$ cat config.mk
export PLATFORM = sky130hd
export DESIGN_NAME = branch_predictor_top
export DESIGN_NICKNAME = d
export VERILOG_FILES = /design/src/hdl/bp_pkg.sv /design/src/hdl/branch_predictor_top.sv /design/src/hdl/branch_target_buffer.sv /design/src/hdl/fetch_sequencer.sv /design/src/hdl/pattern_history_table.sv /design/src/hdl/prediction_stats.sv
export SDC_FILE = /design/constraint.sdc
export NUM_CORES = 2
export LEC_CHECK = 0
export ABC_AREA = 1
export BUFFER_PORTS_ARGS = -buffer_cell sky130_fd_sc_hd__buf_2
export CAP_MARGIN = 20
export CORE_MARGIN = 8
export CORE_UTILIZATION = 35
export CTS_CLUSTER_DIAMETER = 120
export DETAILED_ROUTE_END_ITERATION = 6
export PLACE_DENSITY_LB_ADDON = 0.08
export SKIP_CTS_REPAIR_TIMING = 1
export SYNTH_ARGS = -nofsm -noshare
export SYNTH_HDL_FRONTEND = slang
export SYNTH_SLANG_ARGS = --single-unit
export TNS_END_PERCENT = 5
$ cat constraint.sdc
create_clock -name clk_i -period 7.2 [get_ports clk_i]
set_clock_uncertainty 0.2 [all_clocks]
set_input_delay 1.44 -clock clk_i [delete_from_list [all_inputs] [get_ports clk_i]]
set_output_delay 1.44 -clock clk_i [all_outputs]
set_load 0.005 [all_outputs]
$ cat src/hdl/bp_pkg.sv
package bp_pkg;

    // Address geometry
    localparam int PC_W     = 32;
    localparam int ADDR_LSB = 2;                    // Word aligned fetch, low bits unused

    // Target buffer sizing
    localparam int BTB_IDX_W = 5;                   // 32 rows
    localparam int BTB_ROWS  = 2 ** BTB_IDX_W;
    localparam int BTB_TAG_W = PC_W - BTB_IDX_W - ADDR_LSB;

    // Pattern table sizing, history is as wide as the index
    localparam int PHT_IDX_W = 5;
    localparam int PHT_ROWS  = 2 ** PHT_IDX_W;
    localparam int PHT_TAG_W = PC_W - PHT_IDX_W - ADDR_LSB;

    localparam int CNT_W  = 2;                      // Saturating counter width
    localparam int STAT_W = 32;                     // Accuracy counter width

    // Fetch address generation
    localparam logic [PC_W-1:0] RESET_PC = 32'h0000_0000;
    localparam logic [PC_W-1:0] PC_STEP  = 32'd4;

    // Two-bit direction counter
    typedef enum logic [CNT_W-1:0] {
        STRONG_NT = 2'd0,
        WEAK_NT   = 2'd1,
        WEAK_T    = 2'd2,
        STRONG_T  = 2'd3
    } pred_cnt_e;

    // Fetch sequencer states
    typedef enum logic [1:0] {
        IDLE,
        RUN,
        REDIRECT
    } fetch_state_e;

endpackage

$ cat src/hdl/branch_predictor_top.sv
`timescale 1ns/1ps

module branch_predictor_top (
    input  logic                       clk_i,
    input  logic                       rstn_i,

    input  logic                       fetch_en_i,
    input  logic                       stall_i,

    input  logic                       resolve_valid_i,
    input  logic [bp_pkg::PC_W-1:0]    resolve_pc_i,
    input  logic                       resolve_taken_i,
    input  logic [bp_pkg::PC_W-1:0]    resolve_target_i,
    input  logic                       resolve_mispredict_i,

    output logic [bp_pkg::PC_W-1:0]    fetch_pc_o,
    output logic                       fetch_valid_o,
    output logic                       pred_taken_o,

    output logic [bp_pkg::STAT_W-1:0]  correct_count_o,
    output logic [bp_pkg::STAT_W-1:0]  wrong_count_o
);
    import bp_pkg::*;

    logic            btb_hit;
    logic [PC_W-1:0] btb_target;
    logic            pht_taken;

    fetch_sequencer i_fetch_sequencer (
        .clk_i                (clk_i),
        .rstn_i               (rstn_i),
        .fetch_en_i           (fetch_en_i),
        .stall_i              (stall_i),
        .btb_hit_i            (btb_hit),
        .btb_target_i         (btb_target),
        .pht_taken_i          (pht_taken),
        .resolve_valid_i      (resolve_valid_i),
        .resolve_mispredict_i (resolve_mispredict_i),
        .resolve_pc_i         (resolve_pc_i),
        .resolve_taken_i      (resolve_taken_i),
        .resolve_target_i     (resolve_target_i),
        .fetch_pc_o           (fetch_pc_o),
        .fetch_valid_o        (fetch_valid_o),
        .pred_taken_o         (pred_taken_o)
    );

    // Both tables look up the registered fetch address
    branch_target_buffer i_branch_target_buffer (
        .clk_i        (clk_i),
        .rstn_i       (rstn_i),
        .lookup_pc_i  (fetch_pc_o),
        .hit_o        (btb_hit),
        .target_o     (btb_target),
        .upd_valid_i  (resolve_valid_i),
        .upd_pc_i     (resolve_pc_i),
        .upd_taken_i  (resolve_taken_i),
        .upd_target_i (resolve_target_i)
    );

    pattern_history_table i_pattern_history_table (
        .clk_i       (clk_i),
        .rstn_i      (rstn_i),
        .lookup_pc_i (fetch_pc_o),
        .taken_o     (pht_taken),
        .upd_valid_i (resolve_valid_i),
        .upd_pc_i    (resolve_pc_i),
        .upd_taken_i (resolve_taken_i)
    );

    prediction_stats i_prediction_stats (
        .clk_i           (clk_i),
        .rstn_i          (rstn_i),
        .resolve_valid_i (resolve_valid_i),
        .mispredict_i    (resolve_mispredict_i),
        .correct_count_o (correct_count_o),
        .wrong_count_o   (wrong_count_o)
    );

endmodule

$ cat src/hdl/branch_target_buffer.sv
`timescale 1ns/1ps

module branch_target_buffer (
    input  logic                     clk_i,
    input  logic                     rstn_i,

    input  logic [bp_pkg::PC_W-1:0]  lookup_pc_i,
    output logic                     hit_o,
    output logic [bp_pkg::PC_W-1:0]  target_o,

    input  logic                     upd_valid_i,
    input  logic [bp_pkg::PC_W-1:0]  upd_pc_i,
    input  logic                     upd_taken_i,
    input  logic [bp_pkg::PC_W-1:0]  upd_target_i
);
    import bp_pkg::*;

    logic                 valid_q  [BTB_ROWS];
    logic [BTB_TAG_W-1:0] tag_q    [BTB_ROWS];
    logic [PC_W-1:0]      target_q [BTB_ROWS];

    logic [BTB_IDX_W-1:0] lookup_idx;
    logic [BTB_TAG_W-1:0] lookup_tag;
    logic [BTB_IDX_W-1:0] upd_idx;
    logic [BTB_TAG_W-1:0] upd_tag;

    // Split addresses into row index and tag above it
    assign lookup_idx = lookup_pc_i[ADDR_LSB +: BTB_IDX_W];
    assign lookup_tag = lookup_pc_i[PC_W-1 -: BTB_TAG_W];
    assign upd_idx    = upd_pc_i[ADDR_LSB +: BTB_IDX_W];
    assign upd_tag    = upd_pc_i[PC_W-1 -: BTB_TAG_W];

    // Combinational lookup on the current fetch address
    assign hit_o    = valid_q[lookup_idx] && (tag_q[lookup_idx] == lookup_tag);
    assign target_o = target_q[lookup_idx];

    always_ff @(posedge clk_i) begin
        if (!rstn_i) begin
            for (int i = 0; i < BTB_ROWS; i++) begin
                valid_q[i]  <= 1'b0;
                tag_q[i]    <= '0;
                target_q[i] <= '0;
            end
        end else if (upd_valid_i) begin
            valid_q[upd_idx] <= 1'b1;
            tag_q[upd_idx]   <= upd_tag;                // Retag even on not-taken
            if (upd_taken_i) begin
                target_q[upd_idx] <= upd_target_i;      // Keep old target if not taken
            end
        end
    end

endmodule

$ cat src/hdl/fetch_sequencer.sv
`timescale 1ns/1ps

module fetch_sequencer (
    input  logic                     clk_i,
    input  logic                     rstn_i,

    input  logic                     fetch_en_i,
    input  logic                     stall_i,

    input  logic                     btb_hit_i,
    input  logic [bp_pkg::PC_W-1:0]  btb_target_i,
    input  logic                     pht_taken_i,

    input  logic                     resolve_valid_i,
    input  logic                     resolve_mispredict_i,
    input  logic [bp_pkg::PC_W-1:0]  resolve_pc_i,
    input  logic                     resolve_taken_i,
    input  logic [bp_pkg::PC_W-1:0]  resolve_target_i,

    output logic [bp_pkg::PC_W-1:0]  fetch_pc_o,
    output logic                     fetch_valid_o,
    output logic                     pred_taken_o
);
    import bp_pkg::*;

    fetch_state_e    state_q;
    fetch_state_e    state_d;
    logic [PC_W-1:0] pc_q;
    logic [PC_W-1:0] pc_d;

    logic            redirect;
    logic [PC_W-1:0] redirect_pc;
    logic            pred_taken;

    // Execute found a wrong prediction, fetch must restart
    assign redirect    = resolve_valid_i && resolve_mispredict_i;
    assign redirect_pc = resolve_taken_i ? resolve_target_i : resolve_pc_i + PC_STEP;

    // Both tables must agree before fetch follows a branch
    assign pred_taken = btb_hit_i && pht_taken_i;

    always_comb begin
        state_d = state_q;
        pc_d    = pc_q;
        if (redirect) begin                             // Wins over stall and prediction
            state_d = REDIRECT;
            pc_d    = redirect_pc;
        end else begin
            case (state_q)
                IDLE: begin
                    if (fetch_en_i) begin
                        state_d = RUN;
                    end
                end
                RUN: begin
                    if (!fetch_en_i) begin
                        state_d = IDLE;                 // Address is kept
                    end else if (!stall_i) begin
                        pc_d = pred_taken ? btb_target_i : pc_q + PC_STEP;
                    end
                end
                REDIRECT: begin
                    state_d = RUN;                      // Corrected address fetched next cycle
                end
                default: begin
                    state_d = IDLE;
                end
            endcase
        end
    end

    always_ff @(posedge clk_i) begin
        if (!rstn_i) begin
            state_q <= IDLE;
            pc_q    <= RESET_PC;
        end else begin
            state_q <= state_d;
            pc_q    <= pc_d;
        end
    end

    assign fetch_pc_o    = pc_q;
    assign fetch_valid_o = (state_q == RUN);
    assign pred_taken_o  = fetch_valid_o && pred_taken;   // Only valid fetches carry a prediction

endmodule

$ cat src/hdl/pattern_history_table.sv
`timescale 1ns/1ps

module pattern_history_table (
    input  logic                     clk_i,
    input  logic                     rstn_i,

    input  logic [bp_pkg::PC_W-1:0]  lookup_pc_i,
    output logic                     taken_o,

    input  logic                     upd_valid_i,
    input  logic [bp_pkg::PC_W-1:0]  upd_pc_i,
    input  logic                     upd_taken_i
);
    import bp_pkg::*;

    logic [PHT_IDX_W-1:0] ghr_q;                    // Global history, newest outcome in bit 0
    logic [PHT_TAG_W-1:0] tag_q [PHT_ROWS];
    pred_cnt_e            cnt_q [PHT_ROWS];

    logic [PHT_IDX_W-1:0] lookup_idx;
    logic [PHT_TAG_W-1:0] lookup_tag;
    logic [PHT_IDX_W-1:0] upd_idx;
    logic [PHT_TAG_W-1:0] upd_tag;
    pred_cnt_e            lookup_cnt;
    pred_cnt_e            upd_cnt_next;

    // Move one step toward the outcome, saturating at both ends
    function automatic pred_cnt_e cnt_step(input pred_cnt_e cnt, input logic taken);
        pred_cnt_e nxt;
        nxt = cnt;
        case (cnt)
            STRONG_NT: nxt = taken ? WEAK_NT  : STRONG_NT;
            WEAK_NT:   nxt = taken ? WEAK_T   : STRONG_NT;
            WEAK_T:    nxt = taken ? STRONG_T : WEAK_NT;
            STRONG_T:  nxt = taken ? STRONG_T : WEAK_T;
            default:   nxt = STRONG_NT;
        endcase
        return nxt;
    endfunction

    // gshare index for both lookup and training
    assign lookup_idx = lookup_pc_i[ADDR_LSB +: PHT_IDX_W] ^ ghr_q;
    assign lookup_tag = lookup_pc_i[PC_W-1 -: PHT_TAG_W];
    assign upd_idx    = upd_pc_i[ADDR_LSB +: PHT_IDX_W] ^ ghr_q;
    assign upd_tag    = upd_pc_i[PC_W-1 -: PHT_TAG_W];

    assign lookup_cnt = cnt_q[lookup_idx];
    assign taken_o    = (tag_q[lookup_idx] == lookup_tag)
                        && (lookup_cnt == WEAK_T || lookup_cnt == STRONG_T);

    // Old counter is stepped regardless of whether its tag matched
    assign upd_cnt_next = cnt_step(cnt_q[upd_idx], upd_taken_i);

    always_ff @(posedge clk_i) begin
        if (!rstn_i) begin
            ghr_q <= '0;
            for (int i = 0; i < PHT_ROWS; i++) begin
                tag_q[i] <= '0;
                cnt_q[i] <= STRONG_NT;
            end
        end else if (upd_valid_i) begin
            tag_q[upd_idx] <= upd_tag;
            cnt_q[upd_idx] <= upd_cnt_next;
            ghr_q          <= {ghr_q[PHT_IDX_W-2:0], upd_taken_i};  // Shift in the outcome
        end
    end

endmodule

$ cat src/hdl/prediction_stats.sv
`timescale 1ns/1ps

module prediction_stats (
    input  logic                       clk_i,
    input  logic                       rstn_i,

    input  logic                       resolve_valid_i,
    input  logic                       mispredict_i,

    output logic [bp_pkg::STAT_W-1:0]  correct_count_o,
    output logic [bp_pkg::STAT_W-1:0]  wrong_count_o
);
    import bp_pkg::*;

    logic [STAT_W-1:0] correct_q;
    logic [STAT_W-1:0] wrong_q;

    // Exactly one of the two counters moves per resolved branch
    always_ff @(posedge clk_i) begin
        if (!rstn_i) begin
            correct_q <= '0;
            wrong_q   <= '0;
        end else if (resolve_valid_i) begin
            if (mispredict_i) begin
                wrong_q <= wrong_q + 1'b1;              // Wraps on overflow
            end else begin
                correct_q <= correct_q + 1'b1;
            end
        end
    end

    assign correct_count_o = correct_q;
    assign wrong_count_o   = wrong_q;

endmodule

==> metrics <==
Pre-antenna DRT Iters=7; simple-gate share of the synthesized area=around 25%; worst r2r src=i_fetch_sequencer.fetch_pc_o[2]$_SDFFE_PN0P_; period utilization=97.1%; CP Class=flip-flop to output pin; final wirelength=around 500 mm; Primary FF master, synth=edfxtp_1; detailed placement HPWL=301 mm; mapped cell area=~130,000 sq um; Area Growth Syn to Fin=12.8%; status=finished with violations; Lkg Pwr=0.0528 uW; #FFs+latches synth=about 2,800; vias in the first global route=95,088; crit path from=i_fetch_sequencer.fetch_pc_o[2]$_SDFFE_PN0P_; die area=384,000 sq um; Synth top area share=between 60% and 70%; multiplexer area fraction after synthesis=0%; FF-to-FF End=i_fetch_sequencer.fetch_pc_o[29]$_SDFFE_PN0P_; DP Worst Slack=1.21 ns; Arrival @ worst endpoint=5.35 ns; Synth Area in Adders=0.0686%; vias=around 100,000; H-tree depth=5; critical path's largest stage delay=0.43 ns; largest family of logic cells by synthesized area=simple AND/OR/NAND/NOR gates; syn avg cell area=9.75 sq um; VDD IR-drop max=0.188 mV; worst reg2reg path depth=25; worst-margin pin slew=1.14 ns; drt drc=1; # fillers=between 30,000 and 40,000; worst hold start=i_branch_target_buffer.valid_q[15]$_DFF_P_; CP Capture Point=pred_taken_o; non-filler instance count after layout=17,889; CTS buffer count=332; fin. max-slew vios=0; Core Area=about 360,000 sq um; synthesized net count=13,176; Synth Area in Compound Gates=5.13%; wire per inst=28.5 um; initial drt markers=10,415; crit-path leading delay family=simple AND/OR/NAND/NOR gates; CP startpoint kind=flip-flop; Async SR Flop Fraction=0%; register area=83,500 sq um; GRT Util Overall=25.5%; Antenna Nets Post-Route=0; largest net degree at the start of global routing=between 150 and 200; footprint of the multi-input gates=between 30,000 and 40,000 sq um; Final Wtd Congestion=0.942; RSZ-0062 raised after global routing=no; Setup TNS=0 ns; Critical Path Sink Type=output pin; die span in x=just over 600 um; initial antenna violation count=29; fmax=143 MHz; Die Span Y=620 um; failing checks=design-rule violations; synth warn=0; Final Setup Violations=0; share of layout cells above drive strength 1=8.67%; EDFF count, synth=2,688; area share of xor/xnor cells in the synthesized design=less than 1%; Buf/Inv on CP=5; Power Dens Cells=275 nW/um^2; CP max stage cell=nand2_8; Rows=221; critical path depth=21; crit path max fanout=42; register-to-register setup slack=about 1.5 ns; cell accounting for the most synthesized area=edfxtp_1; Initial Util=between 30% and 40%; clk slew on worst S/H paths=approximately 0.06 ns; port bufs=168; clk_lat worst skew=0.94 ns; Max Root-Sink Buffers=4; total gr overflow=0; count of unique library cells instantiated by Yosys=48; Commonest cells post-synth=nor2_1 (3,351), edfxtp_1 (2,688), nand2_1 (2,551), nand3_1 (1,710), clkbuf_1 (870); first-pass GRT wire length=~720 mm; most numerous cell in the Yosys netlist=nor2_1; I/O pin cnt=169; min setup slack post-route=0.212 ns; Max Cap Violations=0; Fin. Hold Viols=0; Clock Sinks=approximately 2,800; placed cell count=17,269; CTS tree=done; Seq/Total Area, Yosys=65.4%; fin nets=around 13,000; root buf cell=clkbuf_16; fin crit period=~7 ns; slew margin rel.=23.9%; routed vias/inst=5.56; Worst EP required=5.56 ns; Gate Count Post-Synth=13,098; HP Class=flip-flop to flip-flop; largest cells by area after synthesis=edfxtp_1 (63%), nor2_1 (9.9%), nand2_1 (7.5%); critical-path cell list=buf_4, inv_1, nand2_2, nand2_8, buf_12, buf_4, nand2_1, nand3_1, nand3_1, nand3_1, nand3_1, nand2_1, nand2_1, nand2_1, nand2_1, nor2_1, nand3_1, nor2_4, nand2_2, nor2_1, buf_2
-- worst min path at each step --
stage / cells past startpoint / end / slack (ns)
after detailed placement: 2 / i_branch_target_buffer.valid_q[15]$_DFF_P_ / 0.23
final: 2 / i_branch_target_buffer.valid_q[15]$_DFF_P_ / 0.24
after global placement: 2 / i_branch_target_buffer.valid_q[5]$_DFF_P_ / 0.23
after floorplan: 1 / i_fetch_sequencer.state_q[0]$_SDFFE_PP0P_ / 0.21
after global routing: 2 / i_branch_target_buffer.valid_q[11]$_DFF_P_ / 0.26
after CTS: 2 / i_branch_target_buffer.valid_q[14]$_DFF_P_ / 0.24
-- sequential cells by signal, indices dropped and copies added, names as in the netlist, named ones only --
register,flops
i_branch_target_buffer.target_q,1024
i_branch_target_buffer.tag_q,800
i_pattern_history_table.tag_q,800
i_pattern_history_table.cnt_q,64
i_branch_target_buffer.valid_q,32
i_fetch_sequencer.fetch_pc_o,32
i_prediction_stats.correct_count_o,32
i_prediction_stats.wrong_count_o,32
i_pattern_history_table.ghr_q,5
i_fetch_sequencer.state_q,2
-- worst reg2reg max path, cell delays in order (launching register included) --
cell and delay, ns:
dfxtp_1 0.30, buf_4 0.17, inv_1 0.20, nand2_2 0.29, nand2_8 0.44, buf_12 0.31
buf_4 0.33, nand2_1 0.08, nand3_1 0.09, nand3_1 0.14, nand3_1 0.13, nand3_1 0.32
nand2_1 0.16, nand2_1 0.06, nand2_1 0.10, nand2_1 0.07, nor2_1 0.27, nand3_1 0.18
nor2_4 0.14, nand2_2 0.30, buf_4 0.28, buf_4 0.24, inv_1 0.44, nand2_1 0.19
nand3_1 0.11, a21oi_1 0.06
-- final cells by class --
| cell class | count | area share [%] |
|---|---|---|
| Antenna cell | 21 | 0.0365 |
| Tap cell | 4794 | 4.16 |
| Sequential cell | 2828 | 58.0 |
| Clock inverter | 176 | 0.989 |
| Multi-Input combinational cell | 8893 | 27.2 |
| Inverter | 216 | 0.608 |
| Clock buffer | 421 | 6.11 |
| Timing Repair Buffer | 540 | 2.91 |
-- logic make-up after synthesis --
kind of cell,count (synthesis)
compound gates,1093
xor+xnor,53
fa+ha+maj,7
buf+inv,1378
flops,2828
simple gates,7739
-- metal layers --
layer / global-route usage [%] / part of all wire [%] / wire (um)
met4: 10.1 / 4.4 / 22500
met1: 36.0 / 44 / 223000
met5: 0 / 0.0045 / 23
met3: 4.09 / 7.5 / 38000
met2: 39.3 / 44 / 226000
-- where the power goes --
part,switching (uW),internal (uW)
registers,242,18700
clock network,7120,9180
logic,3430,960
total,10800,28900
-- layout by cell type, fill, tap and decap left out, types with 7 or more instances in the layout --
master	Yosys	final
nand3_1	1710	1710
buf_4	21	329
buf_12	0	42
a21oi_1	159	158
a31oi_1	11	11
ha_1	7	7
nand2_4	1	7
dfxtp_1	140	135
o21ai_0	563	531
nor3_1	68	68
nor3b_1	8	8
nor4_1	11	11
o211ai_1	33	33
edfxtp_1	2688	2688
clkinv_1	31	76
buf_2	216	167
nor2_1	3351	3350
clkbuf_1	870	78
clkinvlp_4	0	7
clkinv_2	0	82
inv_2	11	32
o21ai_4	0	32
inv_6	0	10
o221ai_1	214	214
nand2_1	2551	2525
xor2_1	42	42
o21ai_1	24	24
inv_1	174	150
bufinv_16	0	14
diode_2	0	21
o22ai_1	56	56
nand2_2	3	23
nand4_1	25	25
clkbuf_16	0	337
-- per-stage QoR --
stage | area (sq um) | power (uW) | utilization (%) | hold WS (ns)
final | 144000 | 39700 | 39.7 | 0.240
after global routing | 144000 | 40900 | 39.7 | 0.263
after CTS | 144000 | 39900 | 39.7 | 0.243
after detailed placement | 134000 | 23700 | 36.9 | 0.233
after global placement | 134000 | 23600 | 36.9 | 0.229
after floorplan | 128000 | 21600 | - | 0.213
Power figures use the tool's default switching activity.
